--- src/rtl/fetch_pkg.sv ---
package fetch_pkg;

  // rv32 major opcodes used when building expanded instructions
  localparam logic [6:0] OP_IMM = 7'b0010011;
  localparam logic [6:0] LOAD   = 7'b0000011;
  localparam logic [6:0] STORE  = 7'b0100011;
  localparam logic [6:0] OP     = 7'b0110011;
  localparam logic [6:0] LUI    = 7'b0110111;
  localparam logic [6:0] JAL    = 7'b1101111;
  localparam logic [6:0] JALR   = 7'b1100111;
  localparam logic [6:0] BRANCH = 7'b1100011;

  // full instruction word, also the memory data width
  typedef logic [31:0] inst_t;

  // one parcel of the instruction stream
  typedef logic [15:0] half_t;

  // byte address
  typedef logic [31:0] addr_t;

  // realigner states
  typedef enum logic [1:0] {
    // nothing held over from the previous word
    RA_EMPTY,
    // upper half of the previous word still pending
    RA_HALF,
    // odd redirect target, low half of next word is dropped
    RA_SKIP_LO
  } realign_state_e;

endpackage
--- src/rtl/fetch_word_if.sv ---
`timescale 1ns/1ps

// queued fetch words from the FIFO head to the realigner
interface fetch_word_if;
  logic             valid;
  fetch_pkg::inst_t word;
  fetch_pkg::addr_t addr;
  // removes the head word at the clock edge, only while valid
  logic             pop;

  modport queue (
    output valid,
    output word,
    output addr,
    input  pop
  );

  modport realigner (
    input  valid,
    input  word,
    input  addr,
    output pop
  );
endinterface

--- src/rtl/if_stage.sv ---
`timescale 1ns/1ps

module if_stage #(
  parameter int QUEUE_DEPTH = 4
) (
  input  logic             clk,
  input  logic             arst_n,
  output logic             mem_req,
  output fetch_pkg::addr_t mem_addr,
  input  logic             mem_rvalid,
  input  fetch_pkg::inst_t mem_rdata,
  input  logic             stall,
  input  logic             redirect,
  input  fetch_pkg::addr_t redirect_pc,
  output logic             out_valid,
  output fetch_pkg::inst_t out_inst,
  output fetch_pkg::addr_t out_pc,
  output logic             out_is_compressed,
  output logic             out_illegal
);

  logic [$clog2(QUEUE_DEPTH+1)-1:0] queue_count;
  logic                             push;
  fetch_pkg::addr_t                 push_addr;
  fetch_pkg::inst_t                 raw_inst;

  fetch_word_if word_if ();

  fetch_requester #(
    .QUEUE_DEPTH(QUEUE_DEPTH)
  ) requester_i (
    .clk        (clk),
    .arst_n     (arst_n),
    .redirect   (redirect),
    .redirect_pc(redirect_pc),
    .mem_rvalid (mem_rvalid),
    .queue_count(queue_count),
    .mem_req    (mem_req),
    .mem_addr   (mem_addr),
    .push       (push),
    .push_addr  (push_addr)
  );

  // a redirect drops every queued word of the old path
  fetch_queue #(
    .QUEUE_DEPTH(QUEUE_DEPTH)
  ) queue_i (
    .clk      (clk),
    .arst_n   (arst_n),
    .flush    (redirect),
    .push     (push),
    .push_word(mem_rdata),
    .push_addr(push_addr),
    .count    (queue_count),
    .deq      (word_if)
  );

  inst_realigner realigner_i (
    .clk        (clk),
    .arst_n     (arst_n),
    .stall      (stall),
    .redirect   (redirect),
    .redirect_pc(redirect_pc),
    .src        (word_if),
    .out_valid  (out_valid),
    .raw_inst   (raw_inst),
    .out_pc     (out_pc)
  );

  // expansion sits behind the realigner's output register
  zc_expander expander_i (
    .zc_val(raw_inst),
    .inst  (out_inst),
    .is_zc (out_is_compressed),
    .zc_err(out_illegal)
  );

endmodule

--- src/rtl/zc_expander.sv ---
`timescale 1ns/1ps

module zc_expander (
  input  fetch_pkg::inst_t zc_val,
  output fetch_pkg::inst_t inst,
  output logic             is_zc,
  output logic             zc_err
);

  fetch_pkg::half_t c;
  logic [4:0]       rd;
  logic [4:0]       rs2;
  logic [4:0]       rp_lo;
  logic [4:0]       rp_hi;
  logic [11:0]      j_off;
  logic [2:0]       alu_f3;

  assign c     = zc_val[15:0];
  assign rd    = c[11:7];
  assign rs2   = c[6:2];
  // 3-bit register fields address x8..x15
  assign rp_lo = {2'b01, c[4:2]};
  assign rp_hi = {2'b01, c[9:7]};
  // c.j / c.jal offset, bit 0 always clear
  assign j_off = {c[12], c[8], c[10:9], c[6], c[7], c[2], c[11], c[5:3], 1'b0};
  // sub/xor/or/and funct3 from c[6:5]: 000, 100, 110, 111
  assign alu_f3 = {|c[6:5], c[6], &c[6:5]};

  assign is_zc = (zc_val[1:0] != 2'b11);

  always_comb begin
    inst   = zc_val;
    zc_err = 1'b0;

    case (c[1:0])
      2'b00: begin
        case (c[15:13])
          3'b000: begin
            // c.addi4spn
            inst   = {2'b00, c[10:7], c[12:11], c[5], c[6], 2'b00, 5'd2, 3'b000, rp_lo,
                      fetch_pkg::OP_IMM};
            zc_err = (c[12:5] == 8'h00);
          end
          3'b010: begin
            inst = {5'b0, c[5], c[12:10], c[6], 2'b00, rp_hi, 3'b010, rp_lo, fetch_pkg::LOAD};
          end
          3'b100: begin
            // zcb byte and halfword loads/stores
            case (c[12:10])
              3'b000: inst = {10'b0, c[5], c[6], rp_hi, 3'b100, rp_lo, fetch_pkg::LOAD};
              3'b001: begin
                // c[6] picks c.lh over c.lhu
                inst = {10'b0, c[5], 1'b0, rp_hi, ~c[6], 2'b01, rp_lo, fetch_pkg::LOAD};
              end
              3'b010: inst = {7'b0, rp_lo, rp_hi, 3'b000, 3'b000, c[5], c[6], fetch_pkg::STORE};
              3'b011: begin
                inst   = {7'b0, rp_lo, rp_hi, 3'b001, 3'b000, c[5], 1'b0, fetch_pkg::STORE};
                zc_err = c[6];
              end
              default: zc_err = 1'b1;
            endcase
          end
          3'b110: begin
            inst = {5'b0, c[5], c[12], rp_lo, rp_hi, 3'b010, c[11:10], c[6], 2'b00,
                    fetch_pkg::STORE};
          end
          default: zc_err = 1'b1;
        endcase
      end

      2'b01: begin
        case (c[15:13])
          3'b000: inst = {{7{c[12]}}, rs2, rd, 3'b000, rd, fetch_pkg::OP_IMM};
          // c.jal links x1, c.j links x0
          3'b001, 3'b101: begin
            inst = {j_off[11], j_off[10:1], j_off[11], {8{j_off[11]}}, 4'b0000, ~c[15],
                    fetch_pkg::JAL};
          end
          3'b010: inst = {{7{c[12]}}, rs2, 5'd0, 3'b000, rd, fetch_pkg::OP_IMM};
          3'b011: begin
            if (rd == 5'd2) begin
              // c.addi16sp
              inst = {{3{c[12]}}, c[4:3], c[5], c[2], c[6], 4'b0000, 5'd2, 3'b000, 5'd2,
                      fetch_pkg::OP_IMM};
            end else begin
              inst = {{15{c[12]}}, rs2, rd, fetch_pkg::LUI};
            end
            zc_err = ({c[12], rs2} == 6'b0);
          end
          3'b100: begin
            case (c[11:10])
              2'b00, 2'b01: begin
                // srli / srai, shamt[5] must be clear on rv32
                inst   = {1'b0, c[10], 5'b0, rs2, rp_hi, 3'b101, rp_hi, fetch_pkg::OP_IMM};
                zc_err = c[12];
              end
              2'b10: inst = {{7{c[12]}}, rs2, rp_hi, 3'b111, rp_hi, fetch_pkg::OP_IMM};
              default: begin
                case ({c[12], c[6:5]})
                  3'b000, 3'b001, 3'b010, 3'b011: begin
                    inst = {1'b0, ~|c[6:5], 5'b0, rp_lo, rp_hi, alu_f3, rp_hi, fetch_pkg::OP};
                  end
                  3'b110: inst = {7'b0000001, rp_lo, rp_hi, 3'b000, rp_hi, fetch_pkg::OP};
                  3'b111: begin
                    // only c.zext.b and c.not exist without zbb
                    case (c[4:2])
                      3'b000: inst = {12'h0ff, rp_hi, 3'b111, rp_hi, fetch_pkg::OP_IMM};
                      3'b101: inst = {12'hfff, rp_hi, 3'b100, rp_hi, fetch_pkg::OP_IMM};
                      default: zc_err = 1'b1;
                    endcase
                  end
                  default: zc_err = 1'b1;
                endcase
              end
            endcase
          end
          // c.beqz / c.bnez, funct3 bit 0 from c[13]
          default: begin
            inst = {{4{c[12]}}, c[6:5], c[2], 5'd0, rp_hi, 2'b00, c[13], c[11:10], c[4:3],
                    c[12], fetch_pkg::BRANCH};
          end
        endcase
      end

      2'b10: begin
        case (c[15:13])
          3'b000: begin
            inst   = {7'b0, rs2, rd, 3'b001, rd, fetch_pkg::OP_IMM};
            zc_err = c[12];
          end
          3'b010: begin
            inst   = {4'b0, c[3:2], c[12], c[6:4], 2'b00, 5'd2, 3'b010, rd, fetch_pkg::LOAD};
            zc_err = (rd == 5'd0);
          end
          3'b100: begin
            if (rs2 != 5'd0) begin
              // c.mv adds to x0, c.add to rd
              inst = {7'b0, rs2, rd & {5{c[12]}}, 3'b000, rd, fetch_pkg::OP};
            end else if (!c[12]) begin
              inst   = {12'h000, rd, 3'b000, 5'd0, fetch_pkg::JALR};
              zc_err = (rd == 5'd0);
            end else if (rd == 5'd0) begin
              inst = 32'h0010_0073;
            end else begin
              inst = {12'h000, rd, 3'b000, 5'd1, fetch_pkg::JALR};
            end
          end
          3'b110: begin
            inst = {4'b0, c[8:7], c[12], rs2, 5'd2, 3'b010, c[11:9], 2'b00, fetch_pkg::STORE};
          end
          default: zc_err = 1'b1;
        endcase
      end

      // full-size instruction, passed through
      default: ;
    endcase
  end

endmodule

--- src/rtl/inst_realigner.sv ---
`timescale 1ns/1ps

module inst_realigner (
  input  logic             clk,
  input  logic             arst_n,
  input  logic             stall,
  input  logic             redirect,
  input  fetch_pkg::addr_t redirect_pc,
  fetch_word_if.realigner  src,
  output logic             out_valid,
  output fetch_pkg::inst_t raw_inst,
  output fetch_pkg::addr_t out_pc
);

  fetch_pkg::realign_state_e state_q;
  fetch_pkg::realign_state_e state_d;
  fetch_pkg::half_t          left_q;
  fetch_pkg::half_t          left_d;
  fetch_pkg::addr_t          left_pc_q;
  fetch_pkg::addr_t          left_pc_d;
  fetch_pkg::half_t          word_lo;
  fetch_pkg::half_t          word_hi;
  fetch_pkg::inst_t          emit_inst;
  fetch_pkg::addr_t          emit_pc;
  logic                      emit;
  logic                      take;
  logic                      advance;

  assign word_lo = src.word[15:0];
  assign word_hi = src.word[31:16];
  assign advance = !redirect && !stall;
  assign src.pop = take && advance;

  always_comb begin
    state_d   = state_q;
    left_d    = left_q;
    left_pc_d = left_pc_q;
    emit      = 1'b0;
    take      = 1'b0;
    emit_inst = src.word;
    emit_pc   = src.addr;

    case (state_q)
      fetch_pkg::RA_EMPTY: begin
        if (src.valid) begin
          take = 1'b1;
          emit = 1'b1;
          // compressed low half, keep the upper half for the next cycle
          if (word_lo[1:0] != 2'b11) begin
            emit_inst = {16'h0000, word_lo};
            left_d    = word_hi;
            left_pc_d = src.addr + 32'd2;
            state_d   = fetch_pkg::RA_HALF;
          end
        end
      end

      fetch_pkg::RA_HALF: begin
        if (left_q[1:0] != 2'b11) begin
          emit      = 1'b1;
          emit_inst = {16'h0000, left_q};
          emit_pc   = left_pc_q;
          state_d   = fetch_pkg::RA_EMPTY;
        end else if (src.valid) begin
          // 32-bit instruction straddling the word boundary
          take      = 1'b1;
          emit      = 1'b1;
          emit_inst = {word_lo, left_q};
          emit_pc   = left_pc_q;
          left_d    = word_hi;
          left_pc_d = src.addr + 32'd2;
        end
      end

      fetch_pkg::RA_SKIP_LO: begin
        if (src.valid) begin
          take = 1'b1;
          if (word_hi[1:0] != 2'b11) begin
            emit      = 1'b1;
            emit_inst = {16'h0000, word_hi};
            emit_pc   = src.addr + 32'd2;
            state_d   = fetch_pkg::RA_EMPTY;
          end else begin
            left_d    = word_hi;
            left_pc_d = src.addr + 32'd2;
            state_d   = fetch_pkg::RA_HALF;
          end
        end
      end

      default: begin
        state_d = fetch_pkg::RA_EMPTY;
      end
    endcase
  end

  always_ff @(posedge clk or negedge arst_n) begin
    if (!arst_n) begin
      state_q   <= fetch_pkg::RA_EMPTY;
      out_valid <= 1'b0;
    end else if (redirect) begin
      state_q   <= redirect_pc[1] ? fetch_pkg::RA_SKIP_LO : fetch_pkg::RA_EMPTY;
      out_valid <= 1'b0;
    end else if (!stall) begin
      state_q   <= state_d;
      out_valid <= emit;
    end
  end

  always_ff @(posedge clk) begin
    if (advance) begin
      left_q    <= left_d;
      left_pc_q <= left_pc_d;
      if (emit) begin
        raw_inst <= emit_inst;
        out_pc   <= emit_pc;
      end
    end
  end

endmodule

--- src/rtl/fetch_queue.sv ---
`timescale 1ns/1ps

module fetch_queue #(
  parameter int QUEUE_DEPTH = 4
) (
  input  logic                             clk,
  input  logic                             arst_n,
  input  logic                             flush,
  input  logic                             push,
  input  fetch_pkg::inst_t                 push_word,
  input  fetch_pkg::addr_t                 push_addr,
  output logic [$clog2(QUEUE_DEPTH+1)-1:0] count,
  fetch_word_if.queue                      deq
);

  localparam int CNT_W = $clog2(QUEUE_DEPTH + 1);
  localparam int PTR_W = $clog2(QUEUE_DEPTH);

  fetch_pkg::inst_t word_mem [QUEUE_DEPTH];
  fetch_pkg::addr_t addr_mem [QUEUE_DEPTH];

  logic [PTR_W-1:0] rd_ptr_q;
  logic [PTR_W-1:0] wr_ptr_q;
  logic             do_pop;

  // head entry is presented straight from storage
  assign deq.valid = (count != '0);
  assign deq.word  = word_mem[rd_ptr_q];
  assign deq.addr  = addr_mem[rd_ptr_q];

  assign do_pop = deq.pop && deq.valid;

  always_ff @(posedge clk or negedge arst_n) begin
    if (!arst_n) begin
      rd_ptr_q <= '0;
      wr_ptr_q <= '0;
      count    <= '0;
    end else if (flush) begin
      rd_ptr_q <= '0;
      wr_ptr_q <= '0;
      count    <= '0;
    end else begin
      if (push) begin
        wr_ptr_q <= wr_ptr_q + 1'b1;
      end
      if (do_pop) begin
        rd_ptr_q <= rd_ptr_q + 1'b1;
      end
      count <= count + CNT_W'(push) - CNT_W'(do_pop);
    end
  end

  always_ff @(posedge clk) begin
    if (push && !flush) begin
      word_mem[wr_ptr_q] <= push_word;
      addr_mem[wr_ptr_q] <= push_addr;
    end
  end

  // the requester's credit limit keeps the queue from overflowing
  no_push_when_full: assert property (@(posedge clk) disable iff (!arst_n)
    push && !flush |-> count < CNT_W'(QUEUE_DEPTH));

endmodule

--- src/rtl/fetch_requester.sv ---
`timescale 1ns/1ps

module fetch_requester #(
  parameter int QUEUE_DEPTH = 4
) (
  input  logic                             clk,
  input  logic                             arst_n,
  input  logic                             redirect,
  input  fetch_pkg::addr_t                 redirect_pc,
  input  logic                             mem_rvalid,
  input  logic [$clog2(QUEUE_DEPTH+1)-1:0] queue_count,
  output logic                             mem_req,
  output fetch_pkg::addr_t                 mem_addr,
  output logic                             push,
  output fetch_pkg::addr_t                 push_addr
);

  localparam int CNT_W = $clog2(QUEUE_DEPTH + 1);
  localparam int PTR_W = $clog2(QUEUE_DEPTH);

  logic [CNT_W-1:0] outstanding_q;
  logic [CNT_W-1:0] stale_q;
  logic [CNT_W:0]   credit_used;
  logic [PTR_W-1:0] wr_ptr_q;
  logic [PTR_W-1:0] rd_ptr_q;
  logic             rsp_stale;

  // address of every request in flight, oldest at rd_ptr_q
  fetch_pkg::addr_t addr_fifo [QUEUE_DEPTH];

  // words in flight plus words already queued must fit the queue
  assign credit_used = {1'b0, outstanding_q} + {1'b0, queue_count};
  assign mem_req     = !redirect && (credit_used < (CNT_W + 1)'(QUEUE_DEPTH));

  // responses to requests issued before a redirect are dropped
  assign rsp_stale = (stale_q != '0);
  assign push      = mem_rvalid && !rsp_stale && !redirect;
  assign push_addr = addr_fifo[rd_ptr_q];

  always_ff @(posedge clk or negedge arst_n) begin
    if (!arst_n) begin
      mem_addr      <= '0;
      outstanding_q <= '0;
      stale_q       <= '0;
      wr_ptr_q      <= '0;
      rd_ptr_q      <= '0;
    end else begin
      if (redirect) begin
        mem_addr <= {redirect_pc[31:2], 2'b00};
      end else if (mem_req) begin
        mem_addr <= mem_addr + 32'd4;
      end

      outstanding_q <= outstanding_q + CNT_W'(mem_req) - CNT_W'(mem_rvalid);

      // everything still outstanding after this cycle belongs to the old path
      if (redirect) begin
        stale_q <= outstanding_q - CNT_W'(mem_rvalid);
      end else if (mem_rvalid && rsp_stale) begin
        stale_q <= stale_q - 1'b1;
      end

      if (mem_req) begin
        wr_ptr_q <= wr_ptr_q + 1'b1;
      end
      if (mem_rvalid) begin
        rd_ptr_q <= rd_ptr_q + 1'b1;
      end
    end
  end

  always_ff @(posedge clk) begin
    if (mem_req) begin
      addr_fifo[wr_ptr_q] <= mem_addr;
    end
  end

  // memory must answer only requests that were actually issued
  rvalid_has_request: assert property (@(posedge clk) disable iff (!arst_n)
    mem_rvalid |-> outstanding_q != '0);

  fetch_addr_aligned: assert property (@(posedge clk) disable iff (!arst_n)
    mem_addr[1:0] == 2'b00);

endmodule

--- config.mk ---
export PLATFORM = sky130hd
export DESIGN_NAME = if_stage
export DESIGN_NICKNAME = d
export VERILOG_FILES = /design/src/rtl/fetch_pkg.sv /design/src/rtl/fetch_word_if.sv /design/src/rtl/if_stage.sv /design/src/rtl/zc_expander.sv /design/src/rtl/inst_realigner.sv /design/src/rtl/fetch_queue.sv /design/src/rtl/fetch_requester.sv
export SDC_FILE = /design/constraint.sdc
export NUM_CORES = 1
export LEC_CHECK = 0
export ABC_AREA = 1
export ABC_CLOCK_PERIOD_IN_PS = 5100
export BUFFER_PORTS_ARGS = -buffer_cell sky130_fd_sc_hd__clkbuf_2
export CORE_ASPECT_RATIO = 0.5
export CORE_MARGIN = 4
export CORE_UTILIZATION = 30
export CTS_BUF_LIST = sky130_fd_sc_hd__clkbuf_4 sky130_fd_sc_hd__clkbuf_8 sky130_fd_sc_hd__clkbuf_16
export DETAILED_ROUTE_END_ITERATION = 8
export GPL_TIMING_DRIVEN = 0
export SKIP_LAST_GASP = 1
export SYNTH_ARGS = -nofsm -noshare
export SYNTH_HDL_FRONTEND = slang
export SYNTH_SLANG_ARGS = --single-unit
--- constraint.sdc ---
create_clock -name clk -period 5.1 [get_ports clk]
set_clock_uncertainty 0.2 [all_clocks]
set_input_delay 0.51 -clock clk [delete_from_list [all_inputs] [get_ports clk]]
set_output_delay 0.51 -clock clk [all_outputs]
set_load 0.03 [all_outputs]
**Word level (Yosys, flattened, before mapping)**

Memory sizes are Yosys's and may differ from the RTL's.
Cells that the tools add are included.

- Bits in registers: 164
- Memory bits (writable): 384
- Input port bits: 69
- Output and inout port bits: 100
- Logic and storage cells: 193
- Memories: 3

- $add $sub $neg: 13
- Order comparisons: 1
- Eq/ne operators: 37
- Mux-type cells: 79
- Bitwise logic cells: 3
- Reductions and logical operators: 43

Memories:

| memory | words | width | read ports | clocked after memory_dff | write ports | RTL line | text |
|---|---|---|---|---|---|---|---|
| queue_i.addr_mem | 4 | 32 | 1 | 0 | 1 | fetch_queue.sv:20 | `fetch_pkg::addr_t addr_mem [QUEUE_DEPTH];` |
| queue_i.word_mem | 4 | 32 | 1 | 0 | 1 | fetch_queue.sv:19 | `fetch_pkg::inst_t word_mem [QUEUE_DEPTH];` |
| requester_i.addr_fifo | 4 | 32 | 1 | 0 | 1 | fetch_requester.sv:29 | `fetch_pkg::addr_t addr_fifo [QUEUE_DEPTH];` |

Operators by type and width:

| operator | count |
|---|---|
| two-way mux 32 bit | 19 |
| one-hot mux 32 bit (3 select lines) | 4 |
| one-hot mux 32 bit (4 select lines) | 3 |
| one-hot mux 32 bit (2 select lines) | 3 |
| one-hot mux 32 bit (5 select lines) | 1 |
| two-way mux 16 bit | 6 |
| one-hot mux 16 bit (3 select lines) | 1 |
| two-way mux 21 bit | 2 |
| adder 32 x 2 -> 32 bit, second input constant | 1 |
| adder 32 x 3 -> 32 bit, second input constant | 1 |
| two-way mux 29 bit | 1 |
| two-way mux 2 bit | 11 |
| equality test 3 x 2 -> 1 bit, second input constant | 6 |
| equality test 3 bit, second input constant | 6 |
| inequality test 2 bit, second input constant | 9 |
| two-way mux 1 bit | 15 |
| logical NOT 3 bit | 4 |
| OR reduction 2 bit | 6 |
| one-hot mux 1 bit (2 select lines) | 5 |
| equality test 3 x 1 -> 1 bit, second input constant | 3 |
| two-way mux 3 bit | 3 |
| one-hot mux 1 bit (3 select lines) | 3 |
| nonzero test 3 bit | 3 |
| subtractor 3 x 1 -> 3 bit | 3 |
| 29 further kinds | 57 |

**Depth between registers and ports, before layout**

- Word-level depth: 8
- Depth in mapped cells: 13
- Gate-level depth less buffers: 12

**Modules after synthesis**

A second synthesis with hierarchy kept.

- Cell total of the unflattened synthesis: 2,736
- Area total of the unflattened synthesis: 26,514.2 µm²

By module, submodules not included:

| module | instances | cells an instance | area an instance (µm²) | sequential area each (µm²) |
|---|---|---|---|---|
| fetch_queue | 1 | 677 | 9,939.5 | 7,862.5 |
| fetch_requester | 1 | 732 | 7,387.1 | 4,604.4 |
| inst_realigner | 1 | 737 | 6,429.9 | 3,438.3 |
| zc_expander | 1 | 590 | 2,757.6 | 0.0 |

**Worst setup path after synthesis**

OpenSTA, ideal clock, no wires.

- Path type: register to register
- Start: register realigner_i.state_q[0]
- End: register realigner_i.left_pc_q[10] (enable)
- Library setup time: 0.519 ns
- Arrival: 4.535 ns
- Data required time: 4.381 ns
- Slack: -0.154 ns
- Cell stages (with the launch flop): 6
- Path buffers: 1
- Clock period less this slack: 5.254 ns
- Cell sequence: dfrtp_1 > ha_1 > buf_2 > nor3_1 > nand3_1 > a211oi_1

- Longest elaborated chain between the ends: 3
- Elaborated cells between the ends (all ways): 11
- Those cells by class: 8 x eq/ne; 3 x reduce/logical

Ends and longest elaborated chain:

| element | RTL line | text |
|---|---|---|
| start: declaration | inst_realigner.sv:15 | `fetch_pkg::realign_state_e state_q;` |
| start signal: assignment | inst_realigner.sv:99 | `state_q <= fetch_pkg::RA_EMPTY;` |
| start signal: assignment | inst_realigner.sv:102 | `state_q <= redirect_pc[1] ? fetch_pkg::RA_SKIP_LO : fetch_pkg::RA_EMPTY;` |
| start signal: assignment | inst_realigner.sv:105 | `state_q <= state_d;` |
| equality test 2 bit (tied with other cells) | inst_realigner.sv:43 | `case (state_q)` |
| inequality test 2 bit (no source line) (tied with other cells) | -- |  |
| AND reduction 8 bit (no source line) * | -- |  |
| end signal: assignment | inst_realigner.sv:113 | `left_pc_q <= left_pc_d;` |
| end: declaration | inst_realigner.sv:19 | `fetch_pkg::addr_t left_pc_q;` |

Every way passes the cells marked *; elsewhere a longest branch is shown, timed or not.
A chain may end at the register's enable or synchronous reset.

**Final worst setup path**

- Start: register realigner_i.raw_inst[1]
- End: output out_inst[14]

- Longest elaborated chain between the ends: 2
- Elaborated cells between the ends (all ways): 4
- Those cells by class: 2 x eq/ne; 1 x mux; 1 x reduce/logical

Ends and longest elaborated chain:

| element | RTL line | text |
|---|---|---|
| start: declaration | inst_realigner.sv:11 | `output fetch_pkg::inst_t raw_inst,` |
| start signal: assignment | inst_realigner.sv:115 | `raw_inst <= emit_inst;` |
| equality test 2 bit (tied with other cells) | zc_expander.sv:35 | `case (c[1:0])` |
| one-hot mux 32 bit (3 select lines) * | zc_expander.sv:35 |  |
| end: declaration | if_stage.sv:16 | `output fetch_pkg::inst_t out_inst,` |

Marked as above.

==> results.json <==
{
  "status": "complete, no violations",
  "switching_share_pct": 36.5,
  "clock_sinks": 528,
  "cp-end-kind": "output port",
  "ys_warn_count": 0,
  "seqPwrFrac_pct": 42.1,
  "intPower_mw": 9.35,
  "synth_edf_count": 478,
  "fin_crit_ns": 3.95,
  "synth_cell_types": 51,
  "cts_max_level": 2,
  "vias": 19100,
  "die_x_um": 414,
  "grt_pass1_vias": 18900,
  "die-area_mm2": 0.0874,
  "numCtsBuffers": 52,
  "crit_arrival_ns": 3.24,
  "synth.largest_area_cell": "edfxtp_1",
  "cp.required_ns": 4.39,
  "die_y_um": 211,
  "grt_pass1_wl_mm": 118,
  "start_util_pct": 30.3,
  "ant_nets": 0,
  "hold_depth": 3,
  "period_share_pct": 77.4,
  "yosys_most_used_dff": "edfxtp_1",
  "place.gp.congestion": 0.958,
  "ys_ff_latch": 528,
  "synth_seq_area_share_pct": 63.1,
  "totalWireLength_mm": 78.9,
  "final_area_mm2": 0.0298,
  "p_comb_share_pct": 30.7,
  "final_nets": 2783,
  "cts_resized": 0,
  "clkPwrFrac_pct": 27.2,
  "clk_path_buf_depth": 3,
  "gr-total-overflow": 0,
  "finalHoldViolCount": 0,
  "p_leak_nw": 11.6,
  "syn_area_per_cell_um2": 10.3,
  "min_path_type": "in -> reg",
  "cap_violations": 0,
  "synth.area.top_cells": "edfxtp_1 (58%), nand2_1 (9.0%), dfrtp_1 (5.1%), nor2_1 (3.1%), nand3_1 (3.1%)",
  "vias_per_cell": 4.97,
  "synthCells": 2392,
  "fp-row-count": 74,
  "slew_violations": 0,
  "hpwl_mm": 56.9,
  "cts-root-buf": "clkbuf_16",
  "drive_gt1_share_pct": 15.4,
  "crit_type": "reg -> out",
  "ir_worst_vdd_mv": 0.290,
  "area_growth_pct": 20.6,
  "io_pins": 169,
  "path_cells": "inv_2, nand2_1, buf_2, nor2_1, o21ai_1, a21oi_1, clkbuf_2",
  "cpPeakStageDelay_ns": 0.72,
  "post-route-util_pct": 36.5,
  "syn_area_mm2": 0.0247,
  "antenna_found_initial": 2,
  "drc_errors": 0,
  "cpMaxStageDelayCell": "nor2_1",
  "core_mm2": 0.0817,
  "rsz0062_at_grt": "false",
  "holdWs_ns": 0.0384,
  "fmax_mhz": 253,
  "netSwitchingPower_mw": 5.38,
  "drtIter0Drc": 1753,
  "port_buffers": 165,
  "crit_path_start_kind": "flop",
  "detail_route.wl_per_cell_um": 20.6,
  "placed_area_mm2": 0.0274,
  "synthArstFlopShare_pct": 9.47,
  "grt_util_all_layers_pct": 17.5,
  "grt_max_degree": 51,
  "p_per_area_mw_per_mm2": 494,
  "clkTransAtPathRegs_ns": 0.06,
  "slew-limit-headroom_pct": 26.1,
  "setup_viol": 0,
  "synth_top_area_share_pct": 58.0,
  "r2r_cells": 12,
  "worstSkewPairLatency_ns": 0.60,
  "worst_slew_pin_slew_ns": 1.10,
  "firstDrtPassIters": 6,
  "cp_max_fo": 10,
  "cts_tree": "done"
}
-- sequential cells by signal, summed over array words and instances, names as in the netlist, 16 cells and up --
signal,flops
queue_i.word_mem,128
queue_i.addr_mem,120
requester_i.addr_fifo,120
realigner_i.out_pc,32
realigner_i.raw_inst,32
realigner_i.left_pc_q,30
requester_i.mem_addr,30
realigner_i.left_q,16
-- worst paths after layout --
| path | endpoint | slack [ns] | startpoint |
|---|---|---|---|
| min in group asynchronous | requester_i.mem_addr[7] | 0.37 | arst_n |
| setup / recovery | out_inst[14] | 1.15 | realigner_i.raw_inst[1] |
| hold / removal | requester_i.mem_addr[18] | 0.04 | redirect_pc[18] |
| hold reg to reg | requester_i.wr_ptr_q[0] | 0.32 | requester_i.wr_ptr_q[0] |
| setup reg to reg | requester_i.outstanding_q[2] | 1.65 | requester_i.outstanding_q[1] |
| max in group asynchronous | requester_i.mem_addr[24] | 3.81 | arst_n |
-- cells in the final DEF (no fill, tap or decap), drive strengths merged, types with 4 or more instances in the layout --
| master | instances |
|---|---|
| o221ai | 6 |
| a22oi | 5 |
| o211ai | 27 |
| nor3 | 18 |
| nand2 | 601 |
| o31ai | 4 |
| bufinv | 7 |
| a31oi | 7 |
| a32oi | 32 |
| edfxtp | 478 |
| clkbuf | 269 |
| nand3 | 156 |
| o21ai | 190 |
| ha | 23 |
| inv | 215 |
| clkinv | 20 |
| buf | 103 |
| xor2 | 11 |
| nand3b | 6 |
| dfrtp | 50 |
| a21oi | 97 |
| nor2 | 216 |
| o22ai | 75 |
| xnor2 | 9 |
| nand4 | 21 |
| o2111ai | 6 |
| dlygate4sd3 | 58 |
-- cell type report --
class	instances	area (um^2)
clock buffer	68	1460
fill	8098	51800
clock inverter	30	329
multi-input combinational	1532	7710
tap	1102	1380
timing repair buffer	241	1820
antenna	3	7.51
sequential	528	15600
buffer	121	701
inverter	213	805
-- power groups by stage --
stage,Combinational [mW],Sequential (mW),Clock [mW]
2_1_floorplan,2.59,6.37,0
3_3_place_gp,4.30,6.31,0
3_5_place_dp,4.49,6.29,0
4_1_cts,4.55,6.20,4.09
5_1_grt,4.95,6.27,4.28
6_report,4.52,6.21,4.00
-- per-layer routing --
metal,track usage [%],vias up,part of all wire [%]
li1,-,8955,-
met1,22.2,9312,42
met2,30.3,665,48
met3,2.86,158,6.1
met4,6.17,0,3.5
met5,0,-,0
-- synthesized netlist by cell type, types with 21 or more instances --
cell and instances:
ha_1 23, o21ai_1 39, clkbuf_1 36, nand4_1 21, nand3_1 153, edfxtp_1 478
a21oi_1 93, dfrtp_1 50, nor2_1 206, nand2_1 590, inv_1 200, buf_2 44
o22ai_1 70, o21ai_0 151, o211ai_1 27
-- what timing repair did --
item / 4_1_cts / 5_1_grt
endpoints found under the hold margin: 203 / 0
hold buffers: 58 / 0
setup buffers: 0 / 0
-- kinds of logic after synthesis --
group                    Yosys count  synth area share, %
AO/OA/AOI/OAI                    460                 11.5
XOR/XNOR                          20                0.708
adder cells (fa/ha/maj)           25                 1.33
buffers and inverters            334                 6.08
flip-flops                       528                 63.1
other                              1               0.0152
AND/OR/NAND/NOR                 1024                 17.3
-- per-stage QoR --
step / std cells / setup TNS, ns / setup WS, ns / power (mW)
4_1_cts: 3835 / 0 / 1.14 / 14.8
3_5_place_dp: 3679 / 0 / 1.48 / 10.8
2_1_floorplan: 2394 / 0 / 0.591 / 8.97
6_report: 3838 / 0 / 1.15 / 14.7
3_3_place_gp: 3661 / -515.69 / -1.88 / 10.6
5_1_grt: 3837 / 0 / 1.09 / 15.5
-- critical path: cells and delay by family, from the launching register on --
family                 cells  cell delay, ns
AND/OR/NAND/NOR            2            0.84
buffers and inverters      3            0.68
flip-flops                 1            0.55
AO/OA/AOI/OAI              2            0.54
Power figures use the tool's default switching activity.
